<file path="src/hw/tap_creg_pkg.sv">
/*
 * tap control-register bridge, shared definitions
 * UCB packet layout, request codes, widths and the JTAG command bundle
 * used by the jbus_clk side of the tap CSR path
 */

package tap_creg_pkg;

   // -------------------------------------------------------------------------
   // widths with a meaning of their own
   // -------------------------------------------------------------------------

   // physical address of a CSR access
   typedef logic [39:0] creg_addr_t;
   // one CSR data word
   typedef logic [63:0] creg_data_t;
   // one beat on either IOB link
   typedef logic [7:0]  ucb_byte_t;
   typedef logic [2:0]  ucb_size_t;
   typedef logic [1:0]  ucb_buf_id_t;
   typedef logic [5:0]  ucb_thr_id_t;
   // beats of one packet, 0 to 16
   typedef logic [4:0]  ucb_beat_cnt_t;

   // request codes in the low nibble of a packet
   typedef enum logic [3:0] {
      read_nack = 4'b0000,
      read_ack  = 4'b0001,
      write_ack = 4'b0010,
      read_req  = 4'b0100,
      write_req = 4'b0101
   } ucb_pkt_kind_e;

   // -------------------------------------------------------------------------
   // packet format, msb first
   // -------------------------------------------------------------------------

   typedef struct packed {
      creg_data_t    data;
      logic [8:0]    pad;
      creg_addr_t    addr;
      ucb_size_t     size;
      ucb_buf_id_t   buf_id;
      ucb_thr_id_t   thr_id;
      ucb_pkt_kind_e kind;
   } ucb_pkt_t;

   // fields the consumers of an inbound packet look at
   typedef struct packed {
      ucb_pkt_kind_e kind;
      creg_data_t    data;
      ucb_buf_id_t   buf_id;
      ucb_thr_id_t   thr_id;
   } ucb_in_t;

   // JTAG side, already in the jbus_clk domain
   typedef struct packed {
      creg_addr_t addr;
      creg_data_t data;
      logic       rd_en;
      logic       wr_en;
      logic       addr_en;
      logic       data_en;
   } jtag_creg_cmd_t;

   // -------------------------------------------------------------------------
   // constants
   // -------------------------------------------------------------------------

   // packet with a data word
   localparam ucb_beat_cnt_t UCB_BEATS_FULL = 5'd16;
   // header only, read request
   localparam ucb_beat_cnt_t UCB_BEATS_HDR  = 5'd8;
   // buffer id of the tap
   localparam ucb_buf_id_t   UCB_BID_TAP    = 2'b01;
   // 8 byte access
   localparam ucb_size_t     UCB_SZ_8B      = 3'b011;

endpackage

</file>
<file path="src/hw/ucb_bus_in.sv">
/*
 * inbound UCB byte collector
 * gathers a run of iob_tap_vld beats into a packet and pulses in_valid
 * with the decoded fields one cycle after the run ends
 */

`timescale 1ns/1ns

module ucb_bus_in (
   input  logic                      jbus_clk,
   input  logic                      rst_n,
   input  logic                      iob_tap_vld,
   input  tap_creg_pkg::ucb_byte_t   iob_tap_data,
   output logic                      in_valid,
   output tap_creg_pkg::ucb_in_t     in_pkt
);

   import tap_creg_pkg::*;

   logic [127:0]  rx_buf_q;
   ucb_beat_cnt_t beat_cnt_q;
   logic          in_valid_q;
   ucb_in_t       in_pkt_q;

   logic          run_end;
   logic [6:0]    byte_lsb;
   ucb_pkt_t      rx_pkt;

   // first idle cycle after at least one beat
   assign run_end  = ~iob_tap_vld & (beat_cnt_q != '0);
   // byte lane of the current beat
   assign byte_lsb = {beat_cnt_q[3:0], 3'b000};
   assign rx_pkt   = ucb_pkt_t'(rx_buf_q);

   // ------------------------------------------------------------------------
   // collect and decode
   // ------------------------------------------------------------------------
   always_ff @(posedge jbus_clk or negedge rst_n) begin
      if (!rst_n) begin
         rx_buf_q   <= '0;
         beat_cnt_q <= '0;
         in_valid_q <= 1'b0;
         in_pkt_q   <= '0;
      end else begin
         in_valid_q <= run_end;
         if (iob_tap_vld) begin
            // lowest byte arrives first
            rx_buf_q[byte_lsb +: 8] <= iob_tap_data;
            beat_cnt_q              <= beat_cnt_q + 5'd1;
         end else begin
            beat_cnt_q <= '0;
         end
         if (run_end) begin
            in_pkt_q.kind   <= rx_pkt.kind;
            in_pkt_q.buf_id <= rx_pkt.buf_id;
            in_pkt_q.thr_id <= rx_pkt.thr_id;
            // header-only run leaves stale upper bytes
            in_pkt_q.data   <= (beat_cnt_q == UCB_BEATS_FULL) ? rx_pkt.data : '0;
         end
      end
   end

   // write_ack and unknown kinds pass through, consumers drop them
   assign in_valid = in_valid_q;
   assign in_pkt   = in_pkt_q;

   // IOB only sends whole packets
   ap_run_len: assert property (
      @(posedge jbus_clk) disable iff (!rst_n)
      run_end |-> (beat_cnt_q == UCB_BEATS_HDR || beat_cnt_q == UCB_BEATS_FULL)
   ) else $error("inbound run of %0d beats", beat_cnt_q);

endmodule

</file>
<file path="src/hw/ucb_bus_out.sv">
/*
 * outbound UCB byte sender
 * sends one packet lowest byte first, 8 beats for a read request and
 * 16 otherwise, and holds the beat while the IOB stalls
 */

`timescale 1ns/1ns

module ucb_bus_out (
   input  logic                       jbus_clk,
   input  logic                       rst_n,
   input  logic                       out_pkt_valid,
   input  tap_creg_pkg::ucb_pkt_t     out_pkt,
   input  logic                       iob_tap_stall,
   output logic                       out_pkt_ready,
   output logic                       tap_iob_vld,
   output tap_creg_pkg::ucb_byte_t    tap_iob_data
);

   import tap_creg_pkg::*;

   typedef enum logic {
      st_idle,
      st_send
   } out_state_e;

   out_state_e    state_q;
   logic [127:0]  shift_q;
   ucb_beat_cnt_t beats_left_q;

   logic          pkt_acpt;
   logic          beat;

   assign out_pkt_ready = (state_q == st_idle);
   assign pkt_acpt      = out_pkt_valid & out_pkt_ready;
   // a beat goes out only when not stalled
   assign beat          = (state_q == st_send) & ~iob_tap_stall;

   // ------------------------------------------------------------------------
   // sender FSM
   // ------------------------------------------------------------------------
   always_ff @(posedge jbus_clk or negedge rst_n) begin
      if (!rst_n) begin
         state_q      <= st_idle;
         shift_q      <= '0;
         beats_left_q <= '0;
      end else begin
         case (state_q)
            st_idle: begin
               if (pkt_acpt) begin
                  state_q <= st_send;
                  shift_q <= out_pkt;
                  // read request is header only
                  beats_left_q <= (out_pkt.kind == read_req) ? UCB_BEATS_HDR
                                                             : UCB_BEATS_FULL;
               end
            end
            st_send: begin
               if (beat) begin
                  shift_q      <= {8'h00, shift_q[127:8]};
                  beats_left_q <= beats_left_q - 5'd1;
                  // last beat
                  if (beats_left_q == 5'd1) begin
                     state_q <= st_idle;
                  end
               end
            end
            default: begin
               state_q <= st_idle;
            end
         endcase
      end
   end

   assign tap_iob_vld  = beat;
   // low byte of the shifter is the current beat
   assign tap_iob_data = shift_q[7:0];

endmodule

</file>
<file path="src/hw/ucb_req_mux.sv">
/*
 * outbound request mux with the tap scratch register
 * answers IOB reads with a read ack, stalls the IOB meanwhile, and
 * forwards JTAG requests when no ack is waiting
 */

`timescale 1ns/1ns

module ucb_req_mux (
   input  logic                      jbus_clk,
   input  logic                      rst_n,
   input  logic                      in_valid,
   input  tap_creg_pkg::ucb_in_t     in_pkt,
   input  logic                      jtag_pkt_valid,
   input  tap_creg_pkg::ucb_pkt_t    jtag_pkt,
   input  logic                      out_pkt_ready,
   output logic                      jtag_pkt_ready,
   output logic                      out_pkt_valid,
   output tap_creg_pkg::ucb_pkt_t    out_pkt,
   output logic                      tap_iob_stall,
   output tap_creg_pkg::creg_data_t  creg_jtag_scratch_data
);

   import tap_creg_pkg::*;

   creg_data_t  scratch_q;
   logic        ack_pend_q;
   ucb_buf_id_t ack_buf_id_q;
   ucb_thr_id_t ack_thr_id_q;
   // jtag packet offered but not yet taken
   logic        jtag_hold_q;

   logic        wr_in;
   logic        rd_in;
   logic        sel_ack;
   logic        ack_acpt;
   ucb_pkt_t    ack_pkt;

   // only one register here, so no address match
   assign wr_in = in_valid & (in_pkt.kind == write_req);
   assign rd_in = in_valid & (in_pkt.kind == read_req);

   // ack goes first, unless a jtag packet is already on offer
   assign sel_ack  = ack_pend_q & ~jtag_hold_q;
   assign ack_acpt = sel_ack & out_pkt_ready;

   // ------------------------------------------------------------------------
   // scratch, ack pending, offer lock
   // ------------------------------------------------------------------------
   always_ff @(posedge jbus_clk or negedge rst_n) begin
      if (!rst_n) begin
         scratch_q    <= '0;
         ack_pend_q   <= 1'b0;
         ack_buf_id_q <= '0;
         ack_thr_id_q <= '0;
         jtag_hold_q  <= 1'b0;
      end else begin
         if (wr_in) begin
            scratch_q <= in_pkt.data;
         end
         // remember who asked
         if (rd_in) begin
            ack_buf_id_q <= in_pkt.buf_id;
            ack_thr_id_q <= in_pkt.thr_id;
         end
         ack_pend_q  <= rd_in | (ack_pend_q & ~ack_acpt);
         jtag_hold_q <= ~sel_ack & jtag_pkt_valid & ~out_pkt_ready;
      end
   end

   // read ack carries the scratch value
   always_comb begin
      ack_pkt.data   = scratch_q;
      ack_pkt.pad    = '0;
      ack_pkt.addr   = '0;
      ack_pkt.size   = '0;
      ack_pkt.buf_id = ack_buf_id_q;
      ack_pkt.thr_id = ack_thr_id_q;
      ack_pkt.kind   = read_ack;
   end

   assign out_pkt_valid          = sel_ack | jtag_pkt_valid;
   assign out_pkt                = sel_ack ? ack_pkt : jtag_pkt;
   assign jtag_pkt_ready         = ~sel_ack & out_pkt_ready;
   // IOB holds off until the ack is taken
   assign tap_iob_stall          = ack_pend_q;
   assign creg_jtag_scratch_data = scratch_q;

   // offered packet does not change before the sender takes it
   ap_out_stable: assert property (
      @(posedge jbus_clk) disable iff (!rst_n)
      (out_pkt_valid && !out_pkt_ready) |=> $stable(out_pkt)
   ) else $error("out_pkt changed while waiting for out_pkt_ready");

endmodule

</file>
<file path="src/hw/jtag_creg_ctl.sv">
/*
 * JTAG side of the tap CSR bridge
 * captures address and data, turns rd_en / wr_en edges into UCB requests,
 * tracks the outstanding read and holds its return data for JTAG
 */

`timescale 1ns/1ns

module jtag_creg_ctl (
   input  logic                          jbus_clk,
   input  logic                          rst_n,
   input  tap_creg_pkg::jtag_creg_cmd_t  jtag_creg_cmd,
   input  logic                          jtag_creg_rdrtrn_complete,
   input  logic                          in_valid,
   input  tap_creg_pkg::ucb_in_t         in_pkt,
   input  logic                          jtag_pkt_ready,
   output logic                          jtag_pkt_valid,
   output tap_creg_pkg::ucb_pkt_t        jtag_pkt,
   output tap_creg_pkg::creg_data_t      creg_jtag_rdrtrn_data,
   output logic                          creg_jtag_rdrtrn_vld
);

   import tap_creg_pkg::*;

   creg_addr_t addr_q;
   creg_data_t data_q;
   logic       rd_en_d1;
   logic       wr_en_d1;
   logic       rd_req_q;
   logic       wr_req_q;
   logic       rd_pend_q;
   creg_data_t rdrtrn_data_q;
   logic       rdrtrn_vld_q;

   logic       rd_rise;
   logic       wr_rise;
   logic       req_acpt;
   logic       rdrtrn_in;

   // new request on the rising edge of the enable
   assign rd_rise   = jtag_creg_cmd.rd_en & ~rd_en_d1;
   assign wr_rise   = jtag_creg_cmd.wr_en & ~wr_en_d1;
   assign req_acpt  = jtag_pkt_valid & jtag_pkt_ready;
   // read return for us
   assign rdrtrn_in = in_valid & (in_pkt.kind == read_ack);

   // ------------------------------------------------------------------------
   // capture, request flags, read pending
   // ------------------------------------------------------------------------
   always_ff @(posedge jbus_clk or negedge rst_n) begin
      if (!rst_n) begin
         addr_q        <= '0;
         data_q        <= '0;
         rd_en_d1      <= 1'b0;
         wr_en_d1      <= 1'b0;
         rd_req_q      <= 1'b0;
         wr_req_q      <= 1'b0;
         rd_pend_q     <= 1'b0;
         rdrtrn_data_q <= '0;
         rdrtrn_vld_q  <= 1'b0;
      end else begin
         if (jtag_creg_cmd.addr_en) begin
            addr_q <= jtag_creg_cmd.addr;
         end
         if (jtag_creg_cmd.data_en) begin
            data_q <= jtag_creg_cmd.data;
         end
         rd_en_d1  <= jtag_creg_cmd.rd_en;
         wr_en_d1  <= jtag_creg_cmd.wr_en;
         // held until the mux takes it
         rd_req_q  <= rd_rise | (rd_req_q & ~req_acpt);
         wr_req_q  <= wr_rise | (wr_req_q & ~req_acpt);
         // waits for the read ack
         rd_pend_q <= (rd_req_q & req_acpt) | (rd_pend_q & ~rdrtrn_in);
         if (rd_pend_q && rdrtrn_in) begin
            rdrtrn_data_q <= in_pkt.data;
         end
         // stays up until JTAG says it has the data
         rdrtrn_vld_q <= ~jtag_creg_rdrtrn_complete
                         & ((rd_pend_q & rdrtrn_in) | rdrtrn_vld_q);
      end
   end

   // request packet
   always_comb begin
      jtag_pkt.data   = data_q;
      jtag_pkt.pad    = '0;
      jtag_pkt.addr   = addr_q;
      jtag_pkt.size   = UCB_SZ_8B;
      jtag_pkt.buf_id = UCB_BID_TAP;
      jtag_pkt.thr_id = '0;
      jtag_pkt.kind   = wr_req_q ? write_req : read_req;
   end

   assign jtag_pkt_valid        = rd_req_q | wr_req_q;
   assign creg_jtag_rdrtrn_data = rdrtrn_data_q;
   assign creg_jtag_rdrtrn_vld  = rdrtrn_vld_q;

   // one JTAG request at a time
   ap_one_req: assert property (
      @(posedge jbus_clk) disable iff (!rst_n)
      rd_req_q |-> !wr_req_q
   ) else $error("concurrent JTAG read and write request");

endmodule

</file>
<file path="src/hw/tap_creg_top.sv">
/*
 * tap control-register bridge, top level
 * joins the JTAG request logic, the outbound request mux and the two
 * byte-wide UCB links to the IOB
 */

`timescale 1ns/1ns

module tap_creg_top (
   input  logic                          jbus_clk,
   input  logic                          rst_n,

   // JTAG side
   input  tap_creg_pkg::jtag_creg_cmd_t  jtag_creg_cmd,
   input  logic                          jtag_creg_rdrtrn_complete,
   output tap_creg_pkg::creg_data_t      creg_jtag_scratch_data,
   output tap_creg_pkg::creg_data_t      creg_jtag_rdrtrn_data,
   output logic                          creg_jtag_rdrtrn_vld,

   // outbound link to the IOB
   output logic                          tap_iob_vld,
   output tap_creg_pkg::ucb_byte_t       tap_iob_data,
   input  logic                          iob_tap_stall,

   // inbound link from the IOB
   input  logic                          iob_tap_vld,
   input  tap_creg_pkg::ucb_byte_t       iob_tap_data,
   output logic                          tap_iob_stall
);

   import tap_creg_pkg::*;

   // JTAG request into the mux
   logic     jtag_pkt_valid;
   logic     jtag_pkt_ready;
   ucb_pkt_t jtag_pkt;

   // mux into the byte sender
   logic     out_pkt_valid;
   logic     out_pkt_ready;
   ucb_pkt_t out_pkt;

   // decoded inbound packet, one cycle pulse
   logic     in_valid;
   ucb_in_t  in_pkt;

   // -------------------------------------------------------------------------
   // JTAG requests and read return
   // -------------------------------------------------------------------------
   jtag_creg_ctl u_jtag_creg_ctl (
      .jbus_clk                  (jbus_clk),
      .rst_n                     (rst_n),
      .jtag_creg_cmd             (jtag_creg_cmd),
      .jtag_creg_rdrtrn_complete (jtag_creg_rdrtrn_complete),
      .in_valid                  (in_valid),
      .in_pkt                    (in_pkt),
      .jtag_pkt_ready            (jtag_pkt_ready),
      .jtag_pkt_valid            (jtag_pkt_valid),
      .jtag_pkt                  (jtag_pkt),
      .creg_jtag_rdrtrn_data     (creg_jtag_rdrtrn_data),
      .creg_jtag_rdrtrn_vld      (creg_jtag_rdrtrn_vld)
   );

   // scratch register, read ack and outbound choice
   ucb_req_mux u_ucb_req_mux (
      .jbus_clk               (jbus_clk),
      .rst_n                  (rst_n),
      .in_valid               (in_valid),
      .in_pkt                 (in_pkt),
      .jtag_pkt_valid         (jtag_pkt_valid),
      .jtag_pkt               (jtag_pkt),
      .out_pkt_ready          (out_pkt_ready),
      .jtag_pkt_ready         (jtag_pkt_ready),
      .out_pkt_valid          (out_pkt_valid),
      .out_pkt                (out_pkt),
      .tap_iob_stall          (tap_iob_stall),
      .creg_jtag_scratch_data (creg_jtag_scratch_data)
   );

   // -------------------------------------------------------------------------
   // byte links
   // -------------------------------------------------------------------------
   ucb_bus_out u_ucb_bus_out (
      .jbus_clk      (jbus_clk),
      .rst_n         (rst_n),
      .out_pkt_valid (out_pkt_valid),
      .out_pkt       (out_pkt),
      .iob_tap_stall (iob_tap_stall),
      .out_pkt_ready (out_pkt_ready),
      .tap_iob_vld   (tap_iob_vld),
      .tap_iob_data  (tap_iob_data)
   );

   ucb_bus_in u_ucb_bus_in (
      .jbus_clk     (jbus_clk),
      .rst_n        (rst_n),
      .iob_tap_vld  (iob_tap_vld),
      .iob_tap_data (iob_tap_data),
      .in_valid     (in_valid),
      .in_pkt       (in_pkt)
   );

endmodule

</file>
<file path="config.mk">
export PLATFORM = sky130hd
export DESIGN_NAME = tap_creg_top
export DESIGN_NICKNAME = d
export VERILOG_FILES = /design/src/hw/tap_creg_pkg.sv /design/src/hw/ucb_bus_in.sv /design/src/hw/ucb_bus_out.sv /design/src/hw/ucb_req_mux.sv /design/src/hw/jtag_creg_ctl.sv /design/src/hw/tap_creg_top.sv
export SDC_FILE = /design/constraint.sdc
export NUM_CORES = 1
export LEC_CHECK = 0
export BUFFER_PORTS_ARGS = -buffer_cell sky130_fd_sc_hd__buf_2
export CAP_MARGIN = 20
export CORE_MARGIN = 2
export CORE_UTILIZATION = 32
export DETAILED_ROUTE_END_ITERATION = 7
export MAX_ROUTING_LAYER = met4
export PLACE_DENSITY = 0.56
export SLEW_MARGIN = 10
export SYNTH_ARGS = -nofsm -noshare
export SYNTH_HDL_FRONTEND = slang
export SYNTH_HIERARCHICAL = 1
export SYNTH_SLANG_ARGS = --single-unit
export TNS_END_PERCENT = 5
</file>
<file path="constraint.sdc">
create_clock -name jbus_clk -period 2.4 [get_ports jbus_clk]
set_input_delay 0.48 -clock jbus_clk [delete_from_list [all_inputs] [get_ports jbus_clk]]
set_output_delay 0.48 -clock jbus_clk [all_outputs]
set_load 0.01 [all_outputs]
</file>
## Word level (Yosys, flattened, before mapping)

Index checks and enable logic that the tools add are counted.

| storage, ports and cells | value |
|---|---|
| flip-flop bits (word level) | 592 |
| latch bits | 0 |
| bits in writable memories | 0 |
| ROM bits | 0 |
| input bits | 121 |
| logic and storage cells | 95 |
| memories kept | 0 |

| cells by class | value |
|---|---|
| add/sub/neg operators | 3 |
| $mul | 0 |
| div/mod/pow operators | 0 |
| $lt $le $gt $ge | 0 |
| equality and inequality tests | 8 |
| shifts and indexed selects | 2 |
| multiplexer cells | 16 |
| bitwise gates (word level) | 39 |
| reduce and logical (&&, ||, !) cells | 3 |

Operators by type and width:

| operator | count |
|---|---|
| 2-to-1 mux 128 bit | 3 |
| one-hot mux 128 bit (2 select lines) | 1 |
| bitwise mux 128 bit | 1 |
| variable shift 8 x 9 -> 128 bit (first input constant) | 1 |
| variable part select 8 x 9 -> 128 bit | 1 |
| 2-to-1 mux 64 bit | 1 |
| AND 1 bit | 21 |
| 2-to-1 mux 5 bit | 4 |
| equality test 4 x 3 -> 1 bit (second input constant) | 3 |
| inverter 1 bit | 11 |
| one-hot mux 5 bit (2 select lines) | 1 |
| negation 7 -> 9 bit | 1 |
| OR 1 bit | 7 |
| adder 5 x 1 -> 5 bit (second input constant) | 1 |
| equality test 5 x 1 -> 1 bit (second input constant) | 1 |
| equality test 5 bit (second input constant) | 1 |
| nonzero test 5 bit | 1 |
| subtractor 5 x 1 -> 5 bit (second input constant) | 1 |
| equality test 4 x 1 -> 1 bit (second input constant) | 1 |
| 2-to-1 mux 1 bit | 4 |
| inequality test 2 bit (second input constant) | 2 |
| one-hot mux 1 bit (2 select lines) | 1 |
| AND reduction 2 bit | 1 |
| logical AND 1 bit | 1 |

## Longest topological paths before layout

Gate-level depths: netlist (run 1).

| depth | value |
|---|---|
| word-level depth | 8 |
| depth in mapped cells | 10 |
| gate-level depth less buffers | 6 |

## Cells and area by module

Netlist (run 1), hierarchy kept.

By module, submodules not included:

| module | times used | cells an instance | area an instance (um2) | sequential area each (um2) |
|---|---|---|---|---|
| ucb_bus_out | 1 | 600 | 6972.9 | 3353.2 |
| jtag_creg_ctl | 1 | 398 | 6882.9 | 4354.2 |
| ucb_bus_in | 1 | 410 | 6182.2 | 3953.8 |
| ucb_req_mux | 1 | 305 | 4310.4 | 1851.8 |

## Worst setup path before layout (run 1)

No wires, ideal clock.

| path | value |
|---|---|
| kind | register to register |
| from | register u_ucb_bus_in.beat_cnt_q[1] |
| to | register u_ucb_bus_in.in_pkt_q, in the netlist u_ucb_bus_in/in_pkt[0] |
| data arrival time | 1789 ps |
| setup slack | 486 ps |
| stages on the path, launching flop included | 8 |
| buffers on the path | 1 |
| clock period less this slack | 1914 ps |
| cell sequence | dfrtp_1 -> inv_1 -> ha_1 -> nand2b_1 -> nand2b_4 -> o21bai_2 -> buf_2 -> mux2_2 |

| on the way | value |
|---|---|
| word-level cells in the longest chain between the ends | 2 |

RTL lines:

| what | line | source |
|---|---|---|
| start: declaration | ucb_bus_in.sv:21 | `ucb_beat_cnt_t beat_cnt_q;` |
| start signal: assignment | ucb_bus_in.sv:49 | `beat_cnt_q <= beat_cnt_q + 5'd1;` |
| nonzero test 5 bit | ucb_bus_in.sv:30 | `assign run_end = ~iob_tap_vld & (beat_cnt_q != '0);` |
| AND 1 bit | ucb_bus_in.sv:30 |  |
| end: declaration | ucb_bus_in.sv:23 | `ucb_in_t in_pkt_q;` |

Every way passes these cells.
A chain may end at the register's enable or synchronous reset.

## Worst setup path after layout (run 1)

| path | value |
|---|---|
| from | register u_ucb_bus_in.beat_cnt_q[1] |
| to | register u_ucb_bus_in.in_pkt_q, in the netlist u_ucb_bus_in/in_pkt[23] |

| on the way | value |
|---|---|
| word-level cells in the longest chain between the ends | 2 |
| elaborated cells on any way between the ends | 4 |
| those cells by class | 1 x eq/ne; 1 x mux; 1 x bitwise; 1 x reduce/logical |

RTL lines:

| what | line |
|---|---|
| equality test 5 bit / nonzero test 5 bit (equally long branches) | ucb_bus_in.sv:58, ucb_bus_in.sv:30 |
| 2-to-1 mux 64 bit / AND 1 bit (equally long branches) | ucb_bus_in.sv:58, ucb_bus_in.sv:30 |

Several ways; a longest one is shown, not always the timed one.

==> out/results.txt, run 1 <==
After detailed routing, the average wire length per cell comes to 21.8 um. The initial antenna violation count was 5. STA classifies the critical path endpoint as a flop. The reg-to-reg setup timing slack is 230 ps, and the number of cells on the critical path is 7. The detail route stage leaves a number of antenna-violating nets equal to 0. The endpoint identified for the worst register-to-register timing path is u_ucb_bus_in/in_pkt[23].

VDD sags by at most 626 uV. The total of buffers placed on input and output ports is 259. The post-route netlist has 46.2% of its cells at a drive strength greater than 1. The height of the chip is 280 um. In this run the worst setup path begins at u_ucb_bus_in/beat_cnt_q[1]. After clock tree synthesis, the clock-pin slew on the worst setup and hold paths is 60 ps. Summing the sequential cell areas from Yosys gives 55.5% of the chip area.

Summed over all layers, the global routing overflow is 0. The maximum clock insertion buffer count was 3. Setup repair after global routing left no endpoint under its margin.

In this run the worst hold path is classified as input port to flop. Clock skew on the completed layout was measured at 66.6 ps. Headroom to the max-slew limit came out at 44.8%. The measured slew at the worst slew-check pin was 828 ps; the number of fill cells in the layout was 7115.

The number of synthesized register bits was 540. The die outline width was 280 um; the placeable core area was 75700 sq um. In this run, the number of DRC markers left after iteration 0 of detailed routing was 915.

In the synthesized netlist, the number of instances is 1713. Arrival time of the worst setup path: 2720 ps. The tools report the count of final hold-check violations as 0. On the critical path the largest part of the delay comes from simple AND/OR/NAND/NOR gates. The tools report the largest net degree at the start of global routing as 124.

In this run, post-CTS repair resized a total of 0 instances. The number of enable-type register cells in the synthesized netlist was 0; the initial core utilization was 32.2%. The slowest stage of the critical path is the sky130_fd_sc_hd__dfrtp_1 cell. The async set-reset flop share out of synthesis is 100%, and the mux share of post-synthesis cell area is 24.9%. The synthesized-area fraction occupied by adder cells was 0.308%; the number of setup violations in the final report was 0. The layout overhead on the synthesized area is 17.7%. The worst setup path is of the flop to flop kind. The simple-gate portion of the synthesized area was 6.42%.

Leaving out fill and tap cells, the most frequent cell in the layout is sky130_fd_sc_hd__dfrtp_1. For this run, design rule violations remaining after detail routing come to 0. For the via count of the first global-routing pass, the log shows 15300. The post-synthesis compound-gate area fraction is 7.39%, and the number of warnings printed during yosys synthesis is 6.

In this run the power density over the cells is 963 nW/um^2. Number of buffers and inverters on the critical path: 2. For this run, the top clock speed supported by timing is 461 MHz. Pin placement for this block handled 260 I/O pins. The leakage power of the design was 14.4 nW; the portion of the clock cycle consumed by the worst path in the final layout was 90.4%. The top cell types in the final layout, fill and taps aside, are sky130_fd_sc_hd__dfrtp_1 (539), sky130_fd_sc_hd__mux2_2 (282), sky130_fd_sc_hd__buf_2 (258), sky130_fd_sc_hd__nand3_1 (128), sky130_fd_sc_hd__mux2i_1 (124).

The capturing element of the worst setup path is u_ucb_bus_in/in_pkt[23]. The post-synthesis xor/xnor area fraction works out to 0.216%. For the final wirelength, the log shows 65.1 mm. The mapped netlist covers 24300 sq um. For the clock latency reported for the late side of the worst-skew pair, the log shows 670 ps. In the final design database the tool counted 2085 nets. TritonCTS built the clock tree. The predominant post-synthesis flop cell was sky130_fd_sc_hd__dfrtp_1.

Total routing usage reported by global routing: 17.0%. The number of placement rows is 101. The average cell area after synthesis came out at 14.2 sq um. For the full die area, the log shows 78300 sq um.

The first global-routing pass estimated 99.2 mm of wire. For this run, the detailed router's first-pass iteration total came to 5. Number of CTS-inserted buffers: 60.

After routing, the total negative slack on setup checks comes to 0 ps. For the worst setup path, the data required time is 2950 ps. The run finished with clean final reports. The final critical-path required period is 2170 ps, and the clock sink count is 540. Synthesis instantiated 63 different standard cells from the library. Main combinational cell family by area after synthesis: multiplexers.

The cell sitting at the root of the clock tree is a sky130_fd_sc_hd__clkbuf_16. The hold slack is 39.0 ps. Routability-driven placement finished with a final weighted congestion of 0.846.

The worst-path maximum fanout works out to 26. The number of pins with negative max-slew slack in the final report came out at 0. Once detailed placement completed, the half-perimeter wirelength came to 44.4 mm. In this design, the stage delay of the slowest critical-path cell is 460 ps. Source of the worst register-to-register timing path: u_ucb_bus_in/beat_cnt_q[1].

Traced cell by cell, the critical path runs through inv_1, ha_1, nand2b_1, nand2b_4, nor3b_2, buf_4, a22o_1. The tools report the max capacitance violation total as 0. The tools report the total number of vias as 14700. The clock tree synthesis step divided the H-tree into 2 levels. Launching element type of the critical path: a flop. Using the TritonRoute via totals, the vias-per-cell ratio works out to 4.91. For the worst flop-to-flop path, the logic depth is 7.
## synthesized netlist by cell type, types with 2 or more instances
cell | instances | area, sq um
sky130_fd_sc_hd__buf_1 | 6 | 22.5
sky130_fd_sc_hd__nand4_2 | 3 | 37.5
sky130_fd_sc_hd__nor2_1 | 6 | 22.5
sky130_fd_sc_hd__nand4_4 | 2 | 42.5
sky130_fd_sc_hd__nor4_1 | 2 | 12.5
sky130_fd_sc_hd__xnor2_1 | 4 | 35.0
sky130_fd_sc_hd__o22ai_1 | 4 | 25.0
sky130_fd_sc_hd__o31ai_1 | 4 | 30.0
sky130_fd_sc_hd__buf_2 | 46 | 230
sky130_fd_sc_hd__o21ai_1 | 19 | 95.1
sky130_fd_sc_hd__mux2_2 | 282 | 3180
sky130_fd_sc_hd__a21oi_1 | 2 | 10.0
sky130_fd_sc_hd__and2_1 | 68 | 425
sky130_fd_sc_hd__nand3_1 | 128 | 641
sky130_fd_sc_hd__nor3b_1 | 3 | 22.5
sky130_fd_sc_hd__nand2b_1 | 8 | 50.1
sky130_fd_sc_hd__mux2_4 | 109 | 1640
sky130_fd_sc_hd__xor2_1 | 2 | 17.5
sky130_fd_sc_hd__ha_1 | 6 | 75.1
sky130_fd_sc_hd__nor3_1 | 2 | 10.0
sky130_fd_sc_hd__buf_6 | 6 | 67.6
sky130_fd_sc_hd__inv_1 | 15 | 56.3
sky130_fd_sc_hd__nand2_1 | 10 | 37.5
sky130_fd_sc_hd__clkbuf_4 | 2 | 15.0
sky130_fd_sc_hd__o21ai_0 | 7 | 35.0
sky130_fd_sc_hd__buf_4 | 43 | 323
sky130_fd_sc_hd__clkbuf_1 | 24 | 90.1
sky130_fd_sc_hd__buf_12 | 23 | 460
sky130_fd_sc_hd__and3_1 | 6 | 37.5
sky130_fd_sc_hd__o21ai_2 | 102 | 893
sky130_fd_sc_hd__conb_1 | 2 | 7.51
sky130_fd_sc_hd__dfrtp_1 | 540 | 13500
sky130_fd_sc_hd__nor2b_1 | 2 | 12.5
sky130_fd_sc_hd__mux2i_1 | 124 | 1240
sky130_fd_sc_hd__a22o_1 | 73 | 639
## worst min-delay path by stage
stage,from,endpoint,slack [ps],depth (start not counted)
CTS,jtag_creg_cmd[63],u_jtag_creg_ctl/data_q[59],0.3,2
detailed placement,rst_n,u_ucb_bus_out/shift_q[66],350,1
global route,jtag_creg_cmd[63],u_jtag_creg_ctl/data_q[59],9,2
floorplan,rst_n,u_jtag_creg_ctl/addr_q[0],180,0
finish,jtag_creg_cmd[39],u_jtag_creg_ctl/data_q[35],40,2
global placement,rst_n,u_jtag_creg_ctl/data_q[0],350,1
## flip-flops by register name, indices dropped and copies added (netlist names), 2 cells and up
signal	count
u_ucb_req_mux/ack_thr_id_q	6
u_ucb_bus_out/shift_q	128
u_jtag_creg_ctl/addr_q	40
u_ucb_bus_in/in_pkt	76
u_ucb_bus_in/rx_buf_q	76
u_ucb_req_mux/creg_jtag_scratch_data	64
u_ucb_bus_in/beat_cnt_q	5
u_ucb_req_mux/ack_buf_id_q	2
u_jtag_creg_ctl/creg_jtag_rdrtrn_data	64
u_ucb_bus_out/beats_left_q	5
u_jtag_creg_ctl/data_q	64
## routing by layer
layer / vias up / global-route usage, % / part of all wire, %
li1: 6633 / - / -
met1: 7600 / 23.4 / 47
met2: 331 / 26.4 / 47
met3: 93 / 2.25 / 3.8
met4: 0 / 4.73 / 2.3
met5: - / - / 0
## final cells by class
type / instances / area (sq um) / share of cell area (%)
clock inverter: 28 / 395 / 1.38
inverter: 16 / 62.6 / 0.218
timing repair buffer: 312 / 2060 / 7.20
clock buffer: 81 / 1700 / 5.94
sequential: 540 / 13500 / 47.2
antenna: 3 / 7.51 / 0.0262
tap: 978 / 1220 / 4.27
multi-input combinational: 1028 / 9680 / 33.8
## cells by family (layout without fill, tap and decap cells)
| kind of cell | after synthesis | after routing |
|---|---|---|
| adder cells (fa/ha/maj) | 6 | 6 |
| multiplexers | 516 | 516 |
| flip-flops | 540 | 540 |
| buffers and inverters | 166 | 437 |
| other | 2 | 26 |
| AND/OR/NAND/NOR | 258 | 258 |
| XOR/XNOR | 6 | 6 |
| AO/OA/AOI/OAI | 219 | 219 |
## power by group
part	switching, mW	leakage (nW)	internal (mW)
sequential	1.05	7.10	10.6
combinational	3.52	6.30	2.73
clock	3.93	1.03	5.74
total	8.51	14.4	19.1
## stage by stage
step	setup WS (ps)	area, sq um	instances	total power, mW	util (%)
after detailed placement	115	26500	2869	18.1	35.0
final	230	28700	2986	27.6	37.8
after global placement	196	26500	2869	18.0	35.0
after global routing	79.9	28700	2986	29.0	37.8
after floorplan	486	24400	1734	16.4	-
after CTS	68.8	28600	2981	28.0	37.8
## timing repair
item,4_1_cts,5_1_grt
hold buffers,3,0
endpoints found under the hold margin,82,0
endpoints found under the setup margin,0,20
buffers inserted,0,2
(Power assumes the default switching activity.)
==> inputs of run 2 (changes only) <==
- ABC_AREA: default -> 1
- PLACE_DENSITY: 0.56 -> 0.57
- SKIP_LAST_GASP: default -> 1
- clock period: 2.4 -> 1.77 ns (I/O delays scaled with it)
==> out/results.txt, run 2 <==
Counting tap cells, the placed design contains a total of 3875 instances. For the via count of the first global-routing pass, the log shows 19200. The logs give 650 ps for the clock latency reported for the late side of the worst-skew pair and 808 uV for the peak supply drop. Dividing the final minimum period by the clock period gives 98.8%. In the final routed layout, each cell accounts on average for 17.9 um. Of the cells placed in the final design, the portion with a size suffix greater than 1 is 19.2%.

The die covers 78600 sq um. At the end of routability-driven placement, the weighted congestion stood at 0.894. The clock transition at the register clock pins on the worst setup and hold paths after CTS was 60 ps. The count of final hold-check violations was 0. In this run the power spent charging and discharging nets is 11.2 mW. The most common library cell in the layout ignoring fill and taps is sky130_fd_sc_hd__nand2_1. Row generation in the floorplan step produced 101 rows. CTS built an H-tree with a depth of 2. The run gives 1624 as the iteration-0 DRC count of the detailed router.

Counting distinct cell types in the post-synthesis netlist gives 39. Library cell occupying the most area in the post-synthesis netlist: sky130_fd_sc_hd__dfrtp_1. For the final cell count without fillers, the log shows 4087. After layout, the design draws a total of 35.6 mW. The initial utilization of the core area, before any placement, comes to 32.3%. At the worst endpoint, the arrival time is 1400 ps. Timing would allow up to 572 MHz. The most common cell in the synthesized netlist is sky130_fd_sc_hd__nand2_1. For this run, design rule violations remaining after detail routing come to 0. The cell area power density came out at 1190 nW/um^2.

Setup violations remaining at the end of the flow were counted as 0. Walking the worst path, the cells encountered are buf_2. During placement, the flow inserted port buffers numbering 259. Max-cap violations in this run came to 0. The count of nets left with antenna violations once routing finished came out at 0. The leakage power of the design was 15.0 nW; the number of pins with negative max-slew slack in the final report was 0.

The worst-path maximum fanout is 3, and the number of cells on the worst reg-to-reg path is 7. The number of flip-flops under the largest register name came out at 128. The area growth from synthesis to layout is 22.3%. The flow ran to the end, and the final reports show no timing, DRC or antenna violations. The worst setup path category is flop to output pin. The tools report the initial antenna violation count as 5.

At the worst endpoint, the required time is 1420 ps. The run gives 260 as the number of top-level design ports. The number of buffers and inverters on the critical path is 1. Leaving out fill and tap cells, the most frequent cells in the layout are sky130_fd_sc_hd__nand2_1 (1028), sky130_fd_sc_hd__dfrtp_1 (537), sky130_fd_sc_hd__buf_2 (257), sky130_fd_sc_hd__nor2_1 (218), sky130_fd_sc_hd__inv_1 (164).

The height of the chip came out at 280 um. The worst hold path endpoint was u_jtag_creg_ctl/data_q[39]. More flip-flops sit in one register than any other, and that register is u_ucb_bus_out/shift_q. The startpoint identified for the worst hold timing path is jtag_creg_cmd[43]. Combinational logic burns 21.0% of the power.

The run gives 75700 sq um as the placeable core area. The predominant post-synthesis flop cell was sky130_fd_sc_hd__dfrtp_1. TritonCTS built the clock tree.

For this run, the post-layout net count is 3185. For the reg-to-reg setup timing slack, the log shows 100 ps. The source of the worst register-to-register timing path is u_ucb_bus_out/state_q. Counting flops with an async set or reset pin after synthesis yields a share of 100%. The worst setup path is launched from a flop.

Final wirelength: 73.0 mm. The HPWL after detailed placement is 51.1 mm. The delay of the slowest critical-path stage came out at 560 ps. In this run the critical register-to-register path is captured at u_ucb_bus_out/shift_q[89]. The fraction of post-synthesis cell area in the top cell type by area is 55.3%, and the total cell area at the placement stage is 26800 sq um. The tree is rooted in a sky130_fd_sc_hd__clkbuf_16.

Global routing finished with a remaining overflow of 0. The worst setup path is captured at an output pin. In this run switching power makes up 31.5% of total power. Sequential share of power: 43.4%. The hold-critical path depth was 2. The clock period could shrink to 1750 ps.

Counting flops with a built-in enable in the synthesized netlist gives 0. Cell area after synthesis: 24400 sq um. The first detailed-routing pass ran for 8 iterations.

The clock passes through at most 3 buffers. Buffers inserted during clock tree synthesis total 59. Entering global routing, the biggest net connects 86 pins.

The number of synthesized register bits came out at 540. Yosys printed 6 warnings. The cell with the largest stage delay on the worst path is sky130_fd_sc_hd__dfrtp_1. For this design, the sink count on the clock tree is 540. Cell internal power was estimated by the tool at 24.4 mW. The final worst clock skew came out at 70.9 ps. After synthesis, the cell types taking the most area are sky130_fd_sc_hd__dfrtp_1 (55%), sky130_fd_sc_hd__nand2_1 (16%), sky130_fd_sc_hd__mux2_2 (3.6%).

Average cell area after synthesis: 8.93 sq um. Among cell families on the critical path, the largest total delay comes from flip-flops. The run gives 19400 as the total number of vias. The detailed-route vias per instance is 4.74.

Per report_power, the clock group accounts for 35.6% of the total. The total routing usage reported by global routing is 19.1%. In this run the worst hold path is classified as input port to flop. Sequential cells were found to cover 55.3% of the synthesized design area. The first global-routing pass estimated 114 mm of wire. Die outline width: 280 um. Sorting the synthesized cells by how often they occur yields sky130_fd_sc_hd__nand2_1 (1029), sky130_fd_sc_hd__dfrtp_1 (540), sky130_fd_sc_hd__nor2_1 (219), sky130_fd_sc_hd__inv_1 (165), sky130_fd_sc_hd__nand4_1 (138). Summing all non-filler instances in the final layout gives an area of 29900 sq um.

Synthesis produced a netlist whose cell count is 2735. Setup repair after global routing could not meet its margin everywhere.
## run 2: cell count changes in the layout (fill, tap and decap cells not counted), sizes merged, moves of 28 or more
cell | before | now
nor2 | 8 | 230
a22o | 73 | 0
a31oi | 0 | 119
o21ai | 128 | 100
and2 | 68 | 0
inv | 18 | 175
nand2 | 10 | 1037
mux2 | 392 | 104
dlygate4sd3 | 3 | 98
nand4 | 5 | 138
nand3 | 129 | 55
mux2i | 124 | 0
buf | 309 | 346
## run 2: layout make-up
type / count / area (sq um)
clock inverters: 19 / 251
repair buffers: 444 / 3410
flip-flops and latches: 540 / 13500
inverters: 174 / 658
diodes: 4 / 10.0
multi-input cells: 1839 / 9040
well taps: 978 / 1220
fillers: 7603 / 45800
clock buffers: 89 / 1760
## run 2: metal layers
metal	GRT usage, %	vias up	part of all wire (%)
met5	-	-	0
met2	30.5	491	47
met4	5.55	0	2.8
met3	2.51	108	4.7
li1	-	9405	-
met1	25.6	9370	45
## run 2: metrics by stage
| stage | TNS (ps) | util, % | hold slack (ps) | setup WS (ps) |
|---|---|---|---|---|
| 2_1_floorplan | 0 | - | 58.4 | 44.7 |
| 3_3_place_gp | 0 | 35.5 | 255 | 142 |
| 3_5_place_dp | 0 | 35.5 | 256 | 128 |
| 4_1_cts | 0 | 39.4 | 1.57 | 12.2 |
| 5_1_grt | -293 | 39.5 | 8.92 | -39.5 |
| 6_report | 0 | 39.5 | 20.6 | 20.6 |
## run 2: how the worst max path moves through the flow
| stage | startpoint | endpoint | slack (ps) | depth (start not counted) |
|---|---|---|---|---|
| 2_1_floorplan | u_ucb_bus_in/beat_cnt_q[0] | u_ucb_bus_in/rx_buf_q[80] | 40 | 9 |
| 5_1_grt | u_ucb_bus_out/state_q | u_jtag_creg_ctl/rd_pend_q | -40 | 7 |
| 3_5_place_dp | u_ucb_req_mux/jtag_hold_q | u_ucb_bus_out/shift_q[27] | 130 | 8 |
| 3_3_place_gp | u_ucb_bus_in/beat_cnt_q[0] | u_ucb_bus_in/rx_buf_q[90] | 140 | 9 |
| 4_1_cts | u_ucb_req_mux/creg_jtag_scratch_data[63] | creg_jtag_scratch_data[63] | 10 | 1 |
| 6_report | u_ucb_req_mux/creg_jtag_scratch_data[20] | creg_jtag_scratch_data[20] | 20 | 1 |
## run 2: power by group through the flow
| stage | registers, mW | logic, mW | clock network [mW] |
|---|---|---|---|
| floorplan | 15.3 | 5.33 | 0 |
| global placement | 15.7 | 7.23 | 0 |
| detailed placement | 15.7 | 7.32 | 0 |
| CTS | 15.5 | 7.54 | 13.0 |
| global route | 15.7 | 8.35 | 13.4 |
| finish | 15.4 | 7.49 | 12.7 |
## run 2: logic make-up after synthesis
logic type / count (synthesis) / synth area share [%]
other cells: 2 / 0.0307
compound gates: 229 / 5.70
flops: 540 / 55.3
simple gates: 1474 / 25.4
buf+inv: 377 / 8.29
xor+xnor: 3 / 0.184
fa+ha+maj: 6 / 0.307
mux: 104 / 4.79
## run 2: repair_timing
| action | CTS | global route |
|---|---|---|
| resized for setup | 2 | 1 |
| setup endpoints to repair | 1 | 23 |
| hold buffers | 98 | 0 |
| endpoints found under the hold margin | 403 | 0 |
| pin swaps | 1 | 0 |
| buffers inserted | 2 | 0 |
